<file path="src/common/video_timing_pkg.sv">
// Shared video timing types, mode table and register structs, imported by every RTL block

package video_timing_pkg;

    // ==========================================================
    // Basic types
    // ==========================================================

    typedef enum logic [1:0] {
        MODE_NTSC = 2'd0,   // 60 Hz colour
        MODE_PAL  = 2'd1,   // 50 Hz colour
        MODE_MONO = 2'd2    // 71 Hz monochrome
    } video_mode_e;

    typedef logic [6:0] hcount_t;  // Ticks within a line
    typedef logic [8:0] vcount_t;  // Lines within a frame

    // Limits of one mode, windows include start and exclude end
    typedef struct packed {
        hcount_t h_last;
        hcount_t hs_start;
        hcount_t hde_start;
        hcount_t hde_end;
        hcount_t hb_start;
        hcount_t hb_end;
        vcount_t v_last;
        vcount_t vs_start;
        vcount_t vde_start;
        vcount_t vde_end;
        vcount_t vb_start;
        vcount_t vb_end;
        logic    blank_en;
    } mode_timing_t;

    // ==========================================================
    // CPU side and output bundles
    // ==========================================================

    typedef enum logic {
        REG_SYNC = 1'b0,
        REG_MODE = 1'b1
    } reg_sel_e;

    typedef struct packed {
        logic       strobe;
        reg_sel_e   sel;
        logic [7:0] data;
    } reg_wr_t;

    typedef struct packed {
        logic hsync_n;
        logic vsync_n;
        logic de;
        logic blank_n;
    } video_out_t;

    // One row per mode, monochrome has no blanking windows
    function automatic mode_timing_t mode_timing(input video_mode_e mode);
        mode_timing_t t;
        case (mode)
            MODE_PAL:  t = '{7'd127, 7'd118, 7'd16, 7'd96, 7'd9, 7'd114,
                             9'd312, 9'd310, 9'd62, 9'd262, 9'd24, 9'd307, 1'b1};
            MODE_MONO: t = '{7'd55, 7'd50, 7'd3, 7'd43, 7'd0, 7'd0,
                             9'd500, 9'd499, 9'd35, 9'd435, 9'd0, 9'd0, 1'b0};
            default:   t = '{7'd126, 7'd117, 7'd15, 7'd95, 7'd8, 7'd114,
                             9'd262, 9'd260, 9'd33, 9'd233, 9'd15, 9'd257, 1'b1};
        endcase
        return t;
    endfunction

endpackage

</file>
<file path="src/design/video_regs.sv">
// CPU-visible mode and sync byte registers with readback and requested mode encoding

`timescale 1ns/1ps

module video_regs (
    input  logic                          clk32,
    input  logic                          porb,
    input  video_timing_pkg::reg_wr_t     reg_wr_i,
    input  video_timing_pkg::reg_sel_e    rd_sel_i,
    output logic [7:0]                    rd_data_o,
    output video_timing_pkg::video_mode_e requested_mode_o
);
    import video_timing_pkg::*;

    logic mono_q;  // Mode register bit 1
    logic pal_q;   // Sync register bit 1

    // ==========================================================
    // Write side
    // ==========================================================

    always_ff @(posedge clk32 or negedge porb) begin
        if (!porb) begin
            mono_q <= 1'b0;
            pal_q  <= 1'b0;
        end else if (reg_wr_i.strobe) begin
            case (reg_wr_i.sel)
                REG_MODE: mono_q <= reg_wr_i.data[1];
                REG_SYNC: pal_q  <= reg_wr_i.data[1];
                default:  ;
            endcase
        end
    end

    // ==========================================================
    // Readback and mode encoding
    // ==========================================================

    always_comb begin
        rd_data_o = 8'h00;  // Unused bits read as zero
        case (rd_sel_i)
            REG_MODE: rd_data_o[1] = mono_q;
            REG_SYNC: rd_data_o[1] = pal_q;
            default:  ;
        endcase
    end

    // Monochrome overrides the 50/60 Hz choice
    always_comb begin
        if (mono_q)
            requested_mode_o = MODE_MONO;
        else if (pal_q)
            requested_mode_o = MODE_PAL;
        else
            requested_mode_o = MODE_NTSC;
    end

endmodule

</file>
<file path="src/design/tick_timer.sv">
// Divides clk32 down to a single-cycle pixel tick enable for the raster counters

`timescale 1ns/1ps

module tick_timer #(
    parameter int TICK_DIV = 16
) (
    input  logic clk32,
    input  logic porb,
    output logic tick_o
);
    localparam int            CW   = (TICK_DIV > 1) ? $clog2(TICK_DIV) : 1;
    localparam logic [CW-1:0] TERM = CW'(TICK_DIV - 1);

    logic [CW-1:0] div_q;

    assign tick_o = (div_q == TERM);  // Terminal count

    always_ff @(posedge clk32 or negedge porb) begin
        if (!porb)
            div_q <= '0;
        else if (tick_o)
            div_q <= '0;
        else
            div_q <= div_q + CW'(1);
    end

    // Ticks are isolated pulses whenever the divider is real
    a_tick_single : assert property (
        @(posedge clk32) disable iff (!porb)
        (TICK_DIV > 1 && tick_o) |=> !tick_o
    ) else $error("tick_timer: tick high on two consecutive cycles");

endmodule

</file>
<file path="src/video/raster_counter.sv">
// Wrapping position counter, instantiated once for ticks per line and once for lines per frame

`timescale 1ns/1ps

module raster_counter #(
    parameter type count_t = logic [6:0]
) (
    input  logic   clk32,
    input  logic   porb,
    input  logic   step_i,
    input  count_t last_i,
    output count_t pos_o,
    output logic   wrap_o
);
    count_t pos_q;
    logic   at_last;

    // ==========================================================
    // Position register
    // ==========================================================

    // A shorter limit still wraps cleanly
    assign at_last = (pos_q >= last_i);
    assign wrap_o  = step_i && at_last;  // Same cycle as the return to 0
    assign pos_o   = pos_q;

    always_ff @(posedge clk32 or negedge porb) begin
        if (!porb) begin
            pos_q <= '0;
        end else if (step_i) begin
            if (at_last)
                pos_q <= '0;
            else
                pos_q <= pos_q + count_t'(1);
        end
    end

    // Mode switches land on frame start, so the limit never drops below
    // the running position
    a_pos_in_range : assert property (
        @(posedge clk32) disable iff (!porb)
        pos_o <= last_i
    ) else $error("raster_counter: position %0d past last %0d", pos_o, last_i);

endmodule

</file>
<file path="src/video/frame_sequencer.sv">
// Frame level control FSM that owns the active mode, vertical windows and interrupt latches

`timescale 1ns/1ps

module frame_sequencer (
    input  logic                           clk32,
    input  logic                           porb,
    input  video_timing_pkg::video_mode_e  requested_mode_i,
    input  logic                           hwrap_i,
    input  logic                           vwrap_i,
    input  video_timing_pkg::vcount_t      vpos_i,
    input  logic                           hsync_start_i,
    input  logic                           hint_ack_i,
    input  logic                           vint_ack_i,
    output video_timing_pkg::mode_timing_t timing_o,
    output logic                           vde_o,
    output logic                           vunblank_o,
    output logic                           vsync_o,
    output logic                           ipl1_n_o,
    output logic                           ipl2_n_o
);
    import video_timing_pkg::*;

    typedef enum logic {
        STARTUP = 1'b0,
        SCAN    = 1'b1
    } seq_state_e;

    seq_state_e   state_q;
    video_mode_e  active_mode_q;
    mode_timing_t timing;
    logic         hint_q;
    logic         vint_q;
    logic         hint_set;
    logic         vint_set;

    // ==========================================================
    // State and mode latch
    // ==========================================================

    always_ff @(posedge clk32 or negedge porb) begin
        if (!porb) begin
            state_q       <= STARTUP;
            active_mode_q <= MODE_NTSC;
        end else begin
            case (state_q)
                STARTUP: if (hwrap_i) state_q <= SCAN;  // First full line seen
                SCAN:    if (vwrap_i) active_mode_q <= requested_mode_i;
                default: state_q <= STARTUP;
            endcase
        end
    end

    assign timing   = mode_timing(active_mode_q);
    assign timing_o = timing;

    // Vertical windows
    assign vsync_o    = (vpos_i >= timing.vs_start);
    assign vde_o      = (vpos_i >= timing.vde_start) && (vpos_i < timing.vde_end);
    assign vunblank_o = !timing.blank_en ||
                        ((vpos_i >= timing.vb_start) && (vpos_i < timing.vb_end));

    // ==========================================================
    // Interrupt latches
    // ==========================================================

    assign hint_set = (state_q == SCAN) && hsync_start_i;
    assign vint_set = (state_q == SCAN) && hwrap_i && (vpos_i == timing.vs_start);

    always_ff @(posedge clk32 or negedge porb) begin
        if (!porb) begin
            hint_q <= 1'b0;
            vint_q <= 1'b0;
        end else begin
            if (hint_set)
                hint_q <= 1'b1;  // Set beats a simultaneous ack
            else if (hint_ack_i)
                hint_q <= 1'b0;
            if (vint_set)
                vint_q <= 1'b1;
            else if (vint_ack_i)
                vint_q <= 1'b0;
        end
    end

    assign ipl2_n_o = !vint_q;
    assign ipl1_n_o = !(hint_q && !vint_q);  // Masked by the higher level

    // Mode may only move at the frame boundary
    a_mode_on_vwrap : assert property (
        @(posedge clk32) disable iff (!porb)
        $changed(active_mode_q) |-> $past(vwrap_i)
    ) else $error("frame_sequencer: active mode changed outside a vertical wrap");

endmodule

</file>
<file path="src/video/sync_shaper.sv">
// Horizontal window decode and the registered sync, display enable and blank outputs

`timescale 1ns/1ps

module sync_shaper (
    input  logic                           clk32,
    input  logic                           porb,
    input  logic                           tick_i,
    input  video_timing_pkg::hcount_t      hpos_i,
    input  video_timing_pkg::mode_timing_t timing_i,
    input  logic                           vde_i,
    input  logic                           vunblank_i,
    input  logic                           vsync_i,
    output logic                           hsync_start_o,
    output video_timing_pkg::video_out_t   video_o
);
    import video_timing_pkg::*;

    logic       hsync_win;
    logic       hde_win;
    logic       hunblank_win;
    video_out_t video_q;

    // ==========================================================
    // Horizontal decode
    // ==========================================================

    assign hsync_win    = (hpos_i >= timing_i.hs_start);  // Runs to end of line
    assign hde_win      = (hpos_i >= timing_i.hde_start) && (hpos_i < timing_i.hde_end);
    assign hunblank_win = !timing_i.blank_en ||
                          ((hpos_i >= timing_i.hb_start) && (hpos_i < timing_i.hb_end));

    // Interrupt source, one pulse per line
    assign hsync_start_o = tick_i && (hpos_i == timing_i.hs_start);

    // ==========================================================
    // Output register
    // ==========================================================

    always_ff @(posedge clk32 or negedge porb) begin
        if (!porb) begin
            video_q <= '{hsync_n: 1'b1, vsync_n: 1'b1, de: 1'b0, blank_n: 1'b1};
        end else begin
            video_q.hsync_n <= !hsync_win;
            video_q.vsync_n <= !vsync_i;
            video_q.de      <= hde_win && vde_i;
            video_q.blank_n <= hunblank_win && vunblank_i;
        end
    end

    assign video_o = video_q;

endmodule

</file>
<file path="src/design/gst_video_top.sv">
// Top level of the video timing core, connects the timer, registers, counters and decoders

`timescale 1ns/1ps

module gst_video_top #(
    parameter int TICK_DIV = 16  // clk32 cycles per pixel tick
) (
    input  logic                         clk32,
    input  logic                         porb,
    input  video_timing_pkg::reg_wr_t    reg_wr_i,
    input  video_timing_pkg::reg_sel_e   rd_sel_i,
    input  logic                         hint_ack_i,
    input  logic                         vint_ack_i,
    output logic [7:0]                   rd_data_o,
    output video_timing_pkg::video_out_t video_o,
    output logic                         ipl1_n_o,
    output logic                         ipl2_n_o
);
    import video_timing_pkg::*;

    logic         tick;
    video_mode_e  requested_mode;
    mode_timing_t timing;
    hcount_t      hpos;
    vcount_t      vpos;
    logic         hwrap;
    logic         vwrap;
    logic         vde;
    logic         vunblank;
    logic         vsync;
    logic         hsync_start;

    // ==========================================================
    // Clock enable and CPU registers
    // ==========================================================

    tick_timer #(.TICK_DIV(TICK_DIV)) i_tick (
        .clk32(clk32), .porb(porb), .tick_o(tick)
    );

    video_regs i_regs (
        .clk32(clk32), .porb(porb), .reg_wr_i(reg_wr_i), .rd_sel_i(rd_sel_i),
        .rd_data_o(rd_data_o), .requested_mode_o(requested_mode)
    );

    // ==========================================================
    // Raster
    // ==========================================================

    raster_counter #(.count_t(hcount_t)) i_hcnt (
        .clk32(clk32), .porb(porb), .step_i(tick), .last_i(timing.h_last),
        .pos_o(hpos), .wrap_o(hwrap)
    );

    raster_counter #(.count_t(vcount_t)) i_vcnt (  // Steps once per line
        .clk32(clk32), .porb(porb), .step_i(hwrap), .last_i(timing.v_last),
        .pos_o(vpos), .wrap_o(vwrap)
    );

    frame_sequencer i_seq (
        .clk32(clk32), .porb(porb), .requested_mode_i(requested_mode),
        .hwrap_i(hwrap), .vwrap_i(vwrap), .vpos_i(vpos), .hsync_start_i(hsync_start),
        .hint_ack_i(hint_ack_i), .vint_ack_i(vint_ack_i), .timing_o(timing),
        .vde_o(vde), .vunblank_o(vunblank), .vsync_o(vsync),
        .ipl1_n_o(ipl1_n_o), .ipl2_n_o(ipl2_n_o)
    );

    sync_shaper i_shaper (
        .clk32(clk32), .porb(porb), .tick_i(tick), .hpos_i(hpos), .timing_i(timing),
        .vde_i(vde), .vunblank_i(vunblank), .vsync_i(vsync),
        .hsync_start_o(hsync_start), .video_o(video_o)
    );

endmodule

</file>
<file path="config.mk">
export PLATFORM = sky130hd
export DESIGN_NAME = gst_video_top
export DESIGN_NICKNAME = d
export VERILOG_FILES = /design/src/common/video_timing_pkg.sv /design/src/design/video_regs.sv /design/src/design/tick_timer.sv /design/src/video/raster_counter.sv /design/src/video/frame_sequencer.sv /design/src/video/sync_shaper.sv /design/src/design/gst_video_top.sv
export SDC_FILE = /design/constraint.sdc
export NUM_CORES = 1
export LEC_CHECK = 0
export ABC_AREA = 1
export BUFFER_PORTS_ARGS = -buffer_cell sky130_fd_sc_hd__buf_2
export CAP_MARGIN = 0
export CORE_ASPECT_RATIO = 0.8
export CORE_MARGIN = 4
export CORE_UTILIZATION = 54
export DETAILED_ROUTE_END_ITERATION = 10
export PLACE_DENSITY = 0.77
export SLEW_MARGIN = 20
export SYNTH_ARGS = -nofsm -noshare
export SYNTH_HDL_FRONTEND = slang
export SYNTH_SLANG_ARGS = --single-unit
</file>
<file path="constraint.sdc">
create_clock -name clk32 -period 1.9 [get_ports clk32]
set_clock_uncertainty 0.05 [all_clocks]
set_input_delay 0.19 -clock clk32 [delete_from_list [all_inputs] [get_ports clk32]]
set_output_delay 0.19 -clock clk32 [all_outputs]
set_load 0.05 [all_outputs]
</file>
==> summary.txt <==
Run status
  – Outcome: finished with violations
  – Failing checks: setup timing

Critical path
  – Reg2reg setup slack: -0.15 ns
  – R2r startpoint: i_seq.active_mode_q[1]
  – Worst reg2reg endpoint: i_vcnt.pos_o[8]
  – CP Capture Type: register
  – Crit path arrival time: 2.23 ns
  – Req. time, crit path: 2.07 ns
  – CP startpoint kind: register
  – WS Path Type: register to register
  – Critical path fanouts, max: 17
  – Worst reg2reg path depth: 12

STA
  – Hold_ws: 0.0184 ns
  – Final worst slack: -0.152 ns
  – Final period utilization: 108%
  – Hold Vio Cnt, Final: 0
  – Worst Tran Pin Value: 0.695 ns
  – Min Tclk post-route: 2.05 ns
  – Fin. max-slew vios: 0
  – Post-route setup TNS: -2.10 ns
  – Max transition margin: 53.7%
  – Final setup fails: 22
  – RSZ-0062 raised after global routing: true
  – Fmax achieved: 487 MHz

Placement
  – Port Buffers: 14
  – Placed cell count: 480
  – Area after DPL: 3060 sq um
  – Final GP Congestion: 0.884
  – Dpl hpwl: 5.07 mm

Power and ir drop
  – Leakage power: 1.75 nW
  – Total power: 1.28 mW
  – Power Dens Cells: 380 nW/um^2
  – Max VDD drop: 0.000479 V

Synthesis
  – Post-Syn Area: 2770 sq um
  – Post-synthesis sequential area ratio: 28.2%
  – Mapped Cells: 388
  – Seq cells post-synth: 31
  – Netlist cell types: 37
  – Synth top area share: 25.3%
  – Synth warn: 0
  – Post-Syn Area per Cell: 7.13 sq um
  – Synth area leader: dfrtp_1
  – Ranking of synthesized cells by area: dfrtp_1, ha_1, nand2_1

Clocking
  – TritonCTS Buffers: 5
  – Clk slew on worst S/H paths: 0.08 ns
  – Clock latency at the later pin of the worst-skew pair: 0.29 ns
  – Htree depth: 2
  – Root buf cell: clkbuf_8
  – TritonCTS Sinks: 31
  – Clock Tree Buf Depth: 2
  – CTS tree: done

Global route
  – Grt total ovfl: 0
  – Vias in the first global route: 2448
  – Antenna violations before repair: 0
  – Largest net degree at the start of global routing: 32
  – First-pass GRT wire length: 11.6 mm
  – Gr usage total: 23.6%

Route
  – DR top layer: met4
  – Wl on met1: 3.27 mm
  – Met3 WL: 529 microns
  – # DRC: 0
  – Wire per inst: 14.4 microns
  – DRT Pass-1 Iters: 5
  – Final wirelength: 7.11 mm
  – Via Count: 2631
  – Met2 Wirelength: 3.23 mm
  – Antenna Nets Post-Route: 0
  – Initial DRC count: 230
  – Post-DR vias/cell: 5.35

Floorplan
  – Initial Utilization: 55.5%
  – Die area: 6340 sq um
  – Die H: 72.0 microns
  – I/O pins: 29
  – CORE AREA: 4980 sq um
  – Row cnt: 23
  – Die extent in x: 88.0 microns

Layout
  – Leading cell type in the layout, fill and taps excluded: nand2_1
  – Nets: 479
  – Seq. cell area: 781 sq um
  – Post-route insts no fill: 492
  – Design area: 3370 sq um
  – Footprint of the multi-input gates: 1890 sq um
  – Synth-to-Final Area Change: 21.7%
  – Share of post-route cells with drive strength above 1: 23.7%
  – Commonest non-fill, non-tap cells in the layout: nand2_1, inv_1, nand3_1
  – Fillcell total: 431
  – ANT cells: 0

Min path
  – Hold path start: vint_ack_i
  – Worst hold endpoint: i_seq.vint_q
  – Hold depth: 2
  – HP Class: primary input to register

Run
  – Max-cap check violation count: 0
## where the power goes
group          internal, mW  switching (mW)  total (mW)  leakage (nW)
logic                0.0136          0.0634      0.0770          1.31
clock network         0.256           0.276       0.532        0.0412
registers             0.665         0.00458       0.670         0.401
## synth_stat cells, drive strengths merged
library cell / number
nand3: 38
a21boi: 3
o21a: 1
a21oi: 20
dfstp: 3
a211oi: 1
clkbuf: 2
dfrtp: 28
o21ai: 20
nor3: 8
a21o: 1
o22ai: 1
clkinv: 1
or2: 4
a22oi: 1
and3: 1
nand4: 6
and2: 1
conb: 1
nor2: 38
ha: 35
a31oi: 2
buf: 14
xor2: 12
nand3b: 3
nand2: 91
inv: 52
## flip-flops by register name, indices dropped and copies added (netlist names)
name                 count
i_hcnt.pos_o             7
i_regs.mono_q            1
i_regs.pal_q             1
i_seq.active_mode_q      2
i_seq.hint_q             1
i_seq.state_q            1
i_seq.vint_q             1
i_shaper.video_o         4
i_tick.div_q             4
i_vcnt.pos_o             9
## logic make-up (layout without fill, tap and decap cells)
group	count (synthesis)	count (layout)	synth area share, %
other cells	1	7	0.136
xor+xnor	12	12	3.80
compound gates	50	50	10.4
flops	31	31	28.2
buf+inv	69	105	11.6
fa+ha+maj	35	35	15.8
simple gates	190	190	30.1
## worst max-delay path, cell delays in order, from the launching register on
cell and delay, ns:
dfrtp_2 0.45, ha_4 0.30, inv_6 0.05, ha_4 0.26
inv_2 0.03, a21oi_2 0.10, nand2_1 0.06, nand2_1 0.07
nand2_2 0.08, a21oi_4 0.18, buf_12 0.16, nand3_1 0.10
o21ai_1 0.08
## what timing repair did
action                     CTS  global route
buffers inserted             1             2
hold endpoints to repair    28             0
setup endpoints to repair   21            24
hold buffers                 1             0
pin swaps                    4             5
resized for setup           25            19
## routing by layer
metal	GRT usage, %	vias to the layer above
met4	7.16	0
li1	-	1322
met1	33.9	1192
met5	0	-
met2	36.8	107
met3	3.52	10
## layout make-up
cell class | count | area share, %
tap | 62 | 2.30
multi-input combinational | 294 | 56.2
clock inverter | 2 | 0.372
sequential | 31 | 23.2
clock buffer | 6 | 2.16
timing repair buffer | 44 | 9.44
inverter | 53 | 6.28
## how the worst max path moves through the flow
stage	depth (start not counted)	to	from	slack, ns
6_report	12	i_vcnt.pos_o[8]	i_seq.active_mode_q[1]	-0.15
5_1_grt	13	i_vcnt.pos_o[5]	i_seq.active_mode_q[0]	-0.26
4_1_cts	12	i_vcnt.pos_o[8]	i_seq.active_mode_q[1]	-0.13
3_5_place_dp	12	i_vcnt.pos_o[8]	i_seq.active_mode_q[1]	-0.18
3_3_place_gp	12	i_seq.active_mode_q[1]	i_seq.active_mode_q[1]	-0.12
2_1_floorplan	12	i_seq.active_mode_q[1]	i_seq.active_mode_q[0]	-0.03
## per-stage QoR
| stage | worst slack [ns] | util [%] |
|---|---|---|
| 2_1_floorplan | -0.0320 | - |
| 3_3_place_gp | -0.123 | 61.5 |
| 3_5_place_dp | -0.181 | 61.5 |
| 4_1_cts | -0.125 | 65.9 |
| 5_1_grt | -0.258 | 67.6 |
| 6_report | -0.152 | 67.6 |
Power figures use the tool's default switching activity.
